## config.mk

```make
export PLATFORM = sky130hd
export DESIGN_NAME = z80BusUnit
export DESIGN_NICKNAME = d
export VERILOG_FILES = /design/src/verilog/z80BusPkg.sv /design/src/verilog/busIfs.sv /design/src/verilog/cmdFifo.sv /design/src/verilog/busCycleSequencer.sv /design/src/verilog/pinControl.sv /design/src/verilog/z80BusUnit.sv
export SDC_FILE = /design/constraint.sdc
export NUM_CORES = 1
export LEC_CHECK = 0
export BUFFER_PORTS_ARGS = -buffer_cell sky130_fd_sc_hd__buf_2
export CAP_MARGIN = 30
export CORE_MARGIN = 2
export CORE_UTILIZATION = 30
export DETAILED_ROUTE_END_ITERATION = 8
export SLEW_MARGIN = 20
export SYNTH_ARGS = -nofsm -noshare
export SYNTH_HDL_FRONTEND = slang
export SYNTH_SLANG_ARGS = --single-unit
```

## constraint.sdc

```tcl
create_clock -name setM1 -period 7.7 [get_ports setM1]
set_clock_uncertainty 0.2 [all_clocks]
set_input_delay 0 -clock setM1 [delete_from_list [all_inputs] [get_ports setM1]]
set_output_delay 0 -clock setM1 [all_outputs]
set_load 0.02 [all_outputs]
```

## src/verilog/z80BusPkg.sv

```systemverilog
`default_nettype none

package z80BusPkg;

    // --------------------------------------------------
    // Bus widths
    // --------------------------------------------------
    localparam int addrWidth    = 16;   // Z80 address bus
    localparam int dataWidth    = 8;    // Z80 data bus
    localparam int kindWidth    = 3;    // Cycle-kind code
    localparam int refreshWidth = 7;    // R register low bits put out in refresh

    // --------------------------------------------------
    // Cycle-kind codes
    // --------------------------------------------------
    localparam logic [kindWidth-1:0] kindFetch    = 3'd0;  // Opcode fetch, M1 cycle
    localparam logic [kindWidth-1:0] kindMemRead  = 3'd1;
    localparam logic [kindWidth-1:0] kindMemWrite = 3'd2;
    localparam logic [kindWidth-1:0] kindIoRead   = 3'd3;  // One automatic wait state
    localparam logic [kindWidth-1:0] kindIoWrite  = 3'd4;
    localparam logic [kindWidth-1:0] kindIntAck   = 3'd5;  // M1 with two wait states

endpackage

`default_nettype wire

```

## src/verilog/busIfs.sv

```systemverilog
`timescale 1ns/1ps
`default_nettype none

// --------------------------------------------------
// Command path from the FIFO head to the sequencer
// --------------------------------------------------
interface cmdIf import z80BusPkg::*; ();
    logic                 valid;    // Head holds a command
    logic                 ready;    // Sequencer takes it, idle only
    logic [kindWidth-1:0] kind;
    logic [addrWidth-1:0] addr;
    logic [dataWidth-1:0] data;     // Write data, unused for reads

    modport src (output valid, kind, addr, data, input ready);
    modport dst (input valid, kind, addr, data, output ready);
endinterface

// --------------------------------------------------
// T-state and function flags toward the pin decoder
// --------------------------------------------------
interface tStateIf;
    // One-hot T-states, all low when idle
    logic t1, t2, tw1, tw2, t3, t4;

    // Function of the running cycle
    logic fFetch;       // Also set for interrupt acknowledge
    logic fMRead;
    logic fMWrite;
    logic fIoRead;
    logic fIoWrite;
    logic inIntr;       // Interrupt acknowledge variant of fetch

    logic holdBus;      // Bus handed over by BUSACK

    modport drv (output t1, t2, tw1, tw2, t3, t4,
                 output fFetch, fMRead, fMWrite, fIoRead, fIoWrite, inIntr,
                 output holdBus);
    modport rcv (input t1, t2, tw1, tw2, t3, t4,
                 input fFetch, fMRead, fMWrite, fIoRead, fIoWrite, inIntr,
                 input holdBus);
endinterface

`default_nettype wire

```

## src/verilog/cmdFifo.sv

```systemverilog
`timescale 1ns/1ps
`default_nettype none

module cmdFifo import z80BusPkg::*; #(
    parameter int fifoDepth = 4
) (
    input  wire logic                 setM1,
    input  wire logic                 rstN,
    input  wire logic                 inValid,
    output logic                      inReady,
    input  wire logic [kindWidth-1:0] inKind,
    input  wire logic [addrWidth-1:0] inAddr,
    input  wire logic [dataWidth-1:0] inData,
    cmdIf.src                         cmd
);

    localparam int ptrWidth = (fifoDepth > 1) ? $clog2(fifoDepth) : 1;
    localparam int cntWidth = $clog2(fifoDepth + 1);

    // Storage, one entry per command
    logic [kindWidth-1:0] kindMem [fifoDepth];
    logic [addrWidth-1:0] addrMem [fifoDepth];
    logic [dataWidth-1:0] dataMem [fifoDepth];

    logic [ptrWidth-1:0] wrPtr, rdPtr;
    logic [cntWidth-1:0] count;
    logic                doPush, doPop;

    assign inReady = (count != cntWidth'(fifoDepth));   // Only back-pressure source
    assign doPush  = inValid & inReady;
    assign doPop   = cmd.valid & cmd.ready;

    // Head straight out of the array
    assign cmd.valid = (count != '0);
    assign cmd.kind  = kindMem[rdPtr];
    assign cmd.addr  = addrMem[rdPtr];
    assign cmd.data  = dataMem[rdPtr];

    always_ff @(posedge setM1) begin
        if (doPush) begin
            kindMem[wrPtr] <= inKind;
            addrMem[wrPtr] <= inAddr;
            dataMem[wrPtr] <= inData;
        end
    end

    // --------------------------------------------------
    // Pointers and fill level
    // --------------------------------------------------
    always_ff @(posedge setM1 or negedge rstN) begin
        if (!rstN) begin
            wrPtr <= '0;
            rdPtr <= '0;
            count <= '0;
        end else begin
            if (doPush)     // Wrap by compare, depth need not be a power of two
                wrPtr <= (wrPtr == ptrWidth'(fifoDepth - 1)) ? '0 : wrPtr + 1'b1;
            if (doPop)
                rdPtr <= (rdPtr == ptrWidth'(fifoDepth - 1)) ? '0 : rdPtr + 1'b1;
            if (doPush && !doPop)
                count <= count + 1'b1;
            else if (doPop && !doPush)
                count <= count - 1'b1;
        end
    end

    // Fill level never runs past full or below empty
    assert property (@(posedge setM1) disable iff (!rstN)
        count <= cntWidth'(fifoDepth));

    // Pointers meet when empty or full
    assert property (@(posedge setM1) disable iff (!rstN)
        (count == '0 || count == cntWidth'(fifoDepth)) |-> wrPtr == rdPtr);

endmodule

`default_nettype wire

```

## src/verilog/busCycleSequencer.sv

```systemverilog
`timescale 1ns/1ps
`default_nettype none

module busCycleSequencer import z80BusPkg::*; (
    input  wire logic                 setM1,
    input  wire logic                 rstN,
    cmdIf.dst                         cmd,
    tStateIf.drv                      ts,
    input  wire logic                 waitReq,    // WAIT, active high here
    input  wire logic                 busReq,     // BUSRQ, active high here
    input  wire logic [dataWidth-1:0] dataIn,
    output logic                      busack,
    output logic [addrWidth-1:0]      addrBus,
    output logic [dataWidth-1:0]      dataOut,
    output logic                      rspValid,
    output logic [dataWidth-1:0]      rspData
);

    logic [addrWidth-1:0]    addrReg;
    logic [dataWidth-1:0]    dataReg;
    logic [refreshWidth-1:0] refreshCnt;     // Low bits of R

    logic idle, lastState, sampleState, stall, doPop;
    logic isIo, isRead;

    // --------------------------------------------------
    // State qualifiers
    // --------------------------------------------------
    assign idle      = ~(ts.t1 | ts.t2 | ts.tw1 | ts.tw2 | ts.t3 | ts.t4);
    assign isIo      = ts.fIoRead | ts.fIoWrite;
    assign isRead    = ts.fFetch | ts.fMRead | ts.fIoRead;   // Cycles that answer
    assign lastState = (ts.t3 & ~ts.fFetch) | ts.t4;          // Fetch runs on to T4

    // WAIT is looked at in one state per kind
    assign sampleState = (ts.t2  & (ts.fMRead | ts.fMWrite | (ts.fFetch & ~ts.inIntr))) |
                         (ts.tw1 & isIo) |
                         (ts.tw2 & ts.inIntr);
    assign stall = sampleState & waitReq;

    // Pop only from a free idle cycle
    assign cmd.ready = idle & ~ts.holdBus & ~busReq;
    assign doPop     = cmd.valid & cmd.ready;

    assign busack = ts.holdBus;

    // Refresh address over the low bits in T3 and T4 of an M1 cycle
    assign addrBus = (ts.fFetch & (ts.t3 | ts.t4)) ?
                     {addrReg[addrWidth-1:refreshWidth], refreshCnt} : addrReg;
    assign dataOut = dataReg;

    // --------------------------------------------------
    // T-state machine and bus release
    // --------------------------------------------------
    always_ff @(posedge setM1 or negedge rstN) begin
        if (!rstN) begin
            ts.t1       <= 1'b0;
            ts.t2       <= 1'b0;
            ts.tw1      <= 1'b0;
            ts.tw2      <= 1'b0;
            ts.t3       <= 1'b0;
            ts.t4       <= 1'b0;
            ts.fFetch   <= 1'b0;
            ts.fMRead   <= 1'b0;
            ts.fMWrite  <= 1'b0;
            ts.fIoRead  <= 1'b0;
            ts.fIoWrite <= 1'b0;
            ts.inIntr   <= 1'b0;
            ts.holdBus  <= 1'b0;
            rspValid    <= 1'b0;
            refreshCnt  <= '0;
        end else begin
            rspValid <= lastState & isRead;           // One pulse after the last state
            if (lastState | idle)
                ts.holdBus <= busReq;                 // BUSACK trails BUSRQ by one clock
            if (!stall) begin                         // Waits freeze the state
                ts.t1  <= doPop;
                ts.t2  <= ts.t1;
                ts.tw1 <= ts.t2 & (isIo | ts.inIntr);
                ts.tw2 <= ts.tw1 & ts.inIntr;
                ts.t3  <= (ts.t2 & ~(isIo | ts.inIntr)) | (ts.tw1 & isIo) | ts.tw2;
                ts.t4  <= ts.t3 & ts.fFetch;
            end
            if (doPop) begin
                ts.fFetch   <= (cmd.kind == kindFetch) || (cmd.kind == kindIntAck);
                ts.fMRead   <= (cmd.kind == kindMemRead);
                ts.fMWrite  <= (cmd.kind == kindMemWrite);
                ts.fIoRead  <= (cmd.kind == kindIoRead);
                ts.fIoWrite <= (cmd.kind == kindIoWrite);
                ts.inIntr   <= (cmd.kind == kindIntAck);
            end
            if (ts.t4)
                refreshCnt <= refreshCnt + 1'b1;      // Once per fetch or acknowledge
        end
    end

    // Command payload and read data
    always_ff @(posedge setM1) begin
        if (doPop) begin
            addrReg <= cmd.addr;
            dataReg <= cmd.data;
        end
        if (sampleState & ~waitReq & isRead)
            rspData <= dataIn;                        // Clock that ends the wait
    end

    // --------------------------------------------------
    // Checks
    // --------------------------------------------------
    assert property (@(posedge setM1) disable iff (!rstN)
        $onehot0({ts.t1, ts.t2, ts.tw1, ts.tw2, ts.t3, ts.t4}));

    // A released bus never starts a cycle from the FIFO
    assert property (@(posedge setM1) disable iff (!rstN)
        ts.holdBus |=> idle);

endmodule

`default_nettype wire

```

## src/verilog/pinControl.sv

```systemverilog
`timescale 1ns/1ps
`default_nettype none

module pinControl (
    input  wire logic setM1,
    input  wire logic rstN,
    tStateIf.rcv      ts,
    output logic      m1,       // M1
    output logic      mreq,     // MREQ
    output logic      iorq,     // IORQ
    output logic      rd,       // RD
    output logic      wr,       // WR
    output logic      rfsh,     // RFSH
    output logic      addrOe,   // Address pads drive
    output logic      addrWe,   // Address pad latch load
    output logic      dataOe    // Data pads drive
);

    // One-clock delayed T-state copies
    logic t1Dly, t2Dly, t3Dly;

    logic fetchOp, intAck, ioCyc, ioPhase, busy, own;

    always_ff @(posedge setM1 or negedge rstN) begin
        if (!rstN) begin
            t1Dly  <= 1'b0;
            t2Dly  <= 1'b0;
            t3Dly  <= 1'b0;
        end else begin
            t1Dly  <= ts.t1;
            t2Dly  <= ts.t2;        // Also high through stretched T2
            t3Dly  <= ts.t3;
        end
    end

    assign fetchOp = ts.fFetch & ~ts.inIntr;            // Plain opcode fetch
    assign intAck  = ts.fFetch & ts.inIntr;
    assign ioCyc   = ts.fIoRead | ts.fIoWrite;
    assign ioPhase = ts.t2 | ts.tw1 | ts.t3;            // I/O strobe window
    assign busy    = ts.t1 | ts.t2 | ts.tw1 | ts.tw2 | ts.t3 | ts.t4;

    // Everything drops while BUSACK is up
    assign own = ~ts.holdBus;

    // --------------------------------------------------
    // Control pins
    // --------------------------------------------------
    assign m1   = own & ((fetchOp & (ts.t1 | ts.t2)) |
                         (intAck  & (ts.t1 | ts.t2 | ts.tw1 | ts.tw2)));

    // Opcode strobe in T1-T2, refresh strobe in T4
    assign mreq = own & ((fetchOp & (ts.t1 | ts.t2)) |
                         (ts.fFetch & t3Dly) |
                         (ts.fMRead  & (ts.t1 | ts.t2 | ts.t3)) |
                         (ts.fMWrite & (ts.t1 | ts.t2 | ts.t3)));

    // IORQ through both wait states of an acknowledge
    assign iorq = own & ((intAck & (ts.tw1 | ts.tw2)) |
                         (ioCyc  & ioPhase));

    assign rd   = own & ((fetchOp    & (ts.t1 | ts.t2)) |
                         (ts.fMRead  & (ts.t1 | ts.t2 | ts.t3)) |
                         (ts.fIoRead & ioPhase));

    // Memory WR starts one clock into T2, data is settled by then
    assign wr   = own & ((ts.fMWrite  & t2Dly) |
                         (ts.fIoWrite & ioPhase));

    assign rfsh = own & ts.fFetch & (ts.t3 | ts.t4);

    // --------------------------------------------------
    // Pad enables
    // --------------------------------------------------
    assign addrOe = own & busy;

    // New address in T1, refresh address in T3 of M1
    assign addrWe = own & (ts.t1 | (ts.fFetch & ts.t3));

    assign dataOe = own & ((ts.fMWrite  & (t1Dly | t2Dly)) |   // T2 through T3
                           (ts.fIoWrite & ioPhase));

endmodule

`default_nettype wire

```

## src/verilog/z80BusUnit.sv

```systemverilog
`timescale 1ns/1ps
`default_nettype none

module z80BusUnit import z80BusPkg::*; #(
    parameter int fifoDepth = 4
) (
    input  wire logic                 setM1,
    input  wire logic                 rstN,

    // Command port
    input  wire logic                 cmdValid,
    output logic                      cmdReady,
    input  wire logic [kindWidth-1:0] cmdKind,
    input  wire logic [addrWidth-1:0] cmdAddr,
    input  wire logic [dataWidth-1:0] cmdData,

    // Bus pads, values plus enables
    output logic [addrWidth-1:0]      addrBus,
    output logic                      addrOe,
    output logic                      addrWe,
    output logic [dataWidth-1:0]      dataOut,
    output logic                      dataOe,
    input  wire logic [dataWidth-1:0] dataIn,

    // Control pins, active high
    output logic                      m1,
    output logic                      mreq,
    output logic                      iorq,
    output logic                      rd,
    output logic                      wr,
    output logic                      rfsh,
    output logic                      busack,
    input  wire logic                 waitReq,
    input  wire logic                 busReq,

    // Read response
    output logic                      rspValid,
    output logic [dataWidth-1:0]      rspData
);

    cmdIf    cmdBus ();
    tStateIf tState ();

    // --------------------------------------------------
    // Command queue
    // --------------------------------------------------
    cmdFifo #(
        .fifoDepth (fifoDepth)
    ) uCmdFifo (
        .setM1   (setM1),
        .rstN    (rstN),
        .inValid (cmdValid),
        .inReady (cmdReady),
        .inKind  (cmdKind),
        .inAddr  (cmdAddr),
        .inData  (cmdData),
        .cmd     (cmdBus.src)
    );

    // --------------------------------------------------
    // T-state sequencer
    // --------------------------------------------------
    busCycleSequencer uSequencer (
        .setM1    (setM1),
        .rstN     (rstN),
        .cmd      (cmdBus.dst),
        .ts       (tState.drv),
        .waitReq  (waitReq),
        .busReq   (busReq),
        .dataIn   (dataIn),
        .busack   (busack),
        .addrBus  (addrBus),
        .dataOut  (dataOut),
        .rspValid (rspValid),
        .rspData  (rspData)
    );

    // --------------------------------------------------
    // Pin decode
    // --------------------------------------------------
    pinControl uPinControl (
        .setM1  (setM1),
        .rstN   (rstN),
        .ts     (tState.rcv),
        .m1     (m1),
        .mreq   (mreq),
        .iorq   (iorq),
        .rd     (rd),
        .wr     (wr),
        .rfsh   (rfsh),
        .addrOe (addrOe),
        .addrWe (addrWe),
        .dataOe (dataOe)
    );

endmodule

`default_nettype wire

```

==> impl_metrics.env <==
export IMPL_outcome="complete, no violations"
export IMPL_grt_setup_unrepaired="no"
export IMPL_crit_arrival_ps=2710
export IMPL_critPathMaxFanout=16
export IMPL_ant_nets=0
export IMPL_grt_max_degree=32
export IMPL_layout_drive_gt1_share=0.348
export IMPL_power_sequential_fraction=0.462
export IMPL_start_kind="register"
export IMPL_place_hpwl_um=7870
export IMPL_post_route_period_util=0.338
export IMPL_worst_slew_pin_slew_ps=792
export IMPL_worstSkewPairLatency_ps=420
export IMPL_wire_per_inst_um=16.6
export IMPL_async_flop_share=0.181
export IMPL_cts_tree="yes"
export IMPL_clock_fmax_mhz=384
export IMPL_die_x_um=153
export IMPL_end_kind="register"
export IMPL_syn_inst=344
export IMPL_ys_seq_area_frac=0.749
export IMPL_setup_viol=0
export IMPL_final_common_cell="edfxtp_1"
export IMPL_p_sw_uw=935
export IMPL_clock_path_buffers=2
export IMPL_p_comb_frac=0.264
export IMPL_setup_tns_ps=0
export IMPL_cts_resized_gates=0
export IMPL_drv_slew=0
export IMPL_fin_nets=518
export IMPL_ys_seq_elements=171
export IMPL_vias=3451
export IMPL_via_per_inst=4.52
export IMPL_layout_cells_non_filler=764
export IMPL_start_util=0.305
export IMPL_cts_hold_buf=41
export IMPL_finalWirelength_um=12700
export IMPL_powerDensity_mw_per_mm2=362
export IMPL_num_io_pins=84
export IMPL_grt_remaining_overflow=0
export IMPL_grt_use_total=0.114
export IMPL_antenna_found_initial=1
export IMPL_worst_path_max_delay_cell="dfrtp_1"
export IMPL_netlist_area_mm2=0.00665
export IMPL_rows=54
export IMPL_drt_pass1_iterations=4
export IMPL_clock_root_buffer="clkbuf_16"
export IMPL_cts_setup_buffers=0
export IMPL_drcViolationCount=0
export IMPL_required_ps=7810
export IMPL_core_region_area_mm2=0.0218
export IMPL_grt_pass1_vias=3710
export IMPL_timing_final_hold_violations=0
export IMPL_leakage_nw=3.05
export IMPL_worst_setup_path_type="reg2reg"
export IMPL_critical_path_max_stage_delay_ps=520
export IMPL_syn_area_per_cell_um2=19.3
export IMPL_yosys_warnings=0
export IMPL_drt_iter0_markers=160
export IMPL_grt_pass1_wl_um=20100
export IMPL_area_growth_pct=24.9
export IMPL_routabilityCongestion=0.764
export IMPL_htreeDepth=4
export IMPL_cts_sinks=171
export IMPL_synth_edf_count=140
export IMPL_dp_cells=689
export IMPL_holdCritPathClass="in2reg"
export IMPL_die_h_um=153
export IMPL_internal_power_mw=2.07
export IMPL_clkTransAtPathRegs_ps=60
export IMPL_final_cell_mix="edfxtp_1, buf_2, dlygate4sd3_1"
export IMPL_port_buffers=83
export IMPL_post_route_min_period_ps=2600
export IMPL_synth_cell_types=45
export IMPL_p_sw_frac=0.311
export IMPL_die_area_mm2=0.0234
export IMPL_slew_headroom=0.472
export IMPL_ir_drop_uv=149
export IMPL_syn_nets=392
export IMPL_cts_buffers=17
export IMPL_drv_cap=0
export IMPL_pwr_share_clk=0.274
export IMPL_synth_ff_type="edfxtp_1"
export IMPL_path_cells="nor4_4 -> nand4_4 -> ha_1 -> inv_1 -> fa_1 -> mux2_2"
## logic make-up (layout without fill, tap and decap cells)
family	after synthesis	count (layout)	synth area share
buffers and inverters	29	168	0.0269
adder cells (fa/ha/maj)	8	8	0.0162
AO/OA/AOI/OAI	30	30	0.0318
multiplexers	44	44	0.122
flip-flops	171	171	0.749
AND/OR/NAND/NOR	52	52	0.0418
other	0	1	0
XOR/XNOR	10	10	0.0132
## per-layer routing
metal  vias up  routed length [um]  track usage
li1       1591                   -            -
met1      1748                5450        0.135
met2        91                6410        0.194
met3        21                 626       0.0352
met4         0                 226       0.0445
met5         -                   0            0
## state kept, by name, indices dropped and copies added, names as in the netlist, 2 cells and up
name                   flops
uCmdFifo.addrMem          64
uCmdFifo.dataMem          32
uSequencer.addrReg        16
uCmdFifo.kindMem          12
uSequencer.dataOut         8
uSequencer.rspData         8
uSequencer.refreshCnt      7
uCmdFifo.count             3
uCmdFifo.rdPtr             2
uCmdFifo.wrPtr             2
## power by group through the flow
stage	sequential (mW)	clock (mW)	combinational [mW]
after CTS	1.39	0.843	0.815
after floorplan	1.37	0	0.602
after global placement	1.42	0	0.738
after detailed placement	1.41	0	0.794
after global routing	1.42	0.877	0.870
final	1.39	0.824	0.793
## final timing paths
kind | startpoint | slack, ps | to | cells after the start
worst min register to register | uSequencer.refreshCnt[6] | 280 | uSequencer.refreshCnt[6] | 1
worst min-delay path | dataIn[5] | 100 | uSequencer.rspData[5] | 2
min in group asynchronous | rstN | 400 | uSequencer.rspValid | 4
worst max-delay path | uSequencer.ts.t4 | 5100 | uCmdFifo.count[1] | 6
max in group asynchronous | rstN | 6710 | uCmdFifo.rdPtr[0] | 4
worst max register to register | uSequencer.ts.t4 | 5100 | uCmdFifo.count[1] | 6
## layout make-up
class | instances | area [um^2]
Multi-Input combinational cell | 144 | 1500
Clock buffer | 20 | 437
Timing Repair Buffer | 128 | 876
Sequential cell | 171 | 4980
Fill cell | 2004 | 13500
Inverter | 8 | 30.0
Clock inverter | 12 | 133
Antenna cell | 1 | 2.50
Tap cell | 280 | 350
## worst max-delay path, delay by kind of cell (launching register included)
family / cells / cell delay [ps]
buffers and inverters: 1 / 70
adders and majority gates: 2 / 720
DFF: 1 / 520
and+or+nand+nor: 2 / 700
muxes: 1 / 270
## synth_stat cells, types with 2 or more instances
cell	number	area, um^2
nor3_1	3	15.0
mux2_2	16	180
or3_1	2	12.5
dfrtp_1	31	776
nor2b_1	2	12.5
mux4_2	24	541
o21a_1	2	15.0
nor2_1	12	45.0
nand4_1	3	18.8
inv_1	8	30.0
and3_1	4	25.0
ha_1	7	87.6
edfxtp_1	140	4200
buf_4	9	67.6
buf_6	4	45.0
mux4_1	3	78.8
xnor2_1	5	43.8
buf_1	2	7.51
buf_2	4	20.0
xor2_1	5	43.8
a21oi_1	7	35.0
o211ai_1	2	15.0
o21ai_0	6	30.0
nand2_1	19	71.3
a22o_1	4	35.0
## stage by stage
stage           util  power, mW  area [um^2]  hold WS [ps]  setup WS (ps)
2_1_floorplan      -       1.97         6650          -496           5260
3_3_place_gp   0.334       2.16         7290          -122           5180
3_5_place_dp   0.335       2.21         7310         -99.0           5100
4_1_cts        0.380       3.05         8300          74.0           5090
5_1_grt        0.381       3.16         8310          85.2           4950
6_report       0.381       3.01         8310           101           5100
Note: power is estimated with default switching activity, not from simulation.
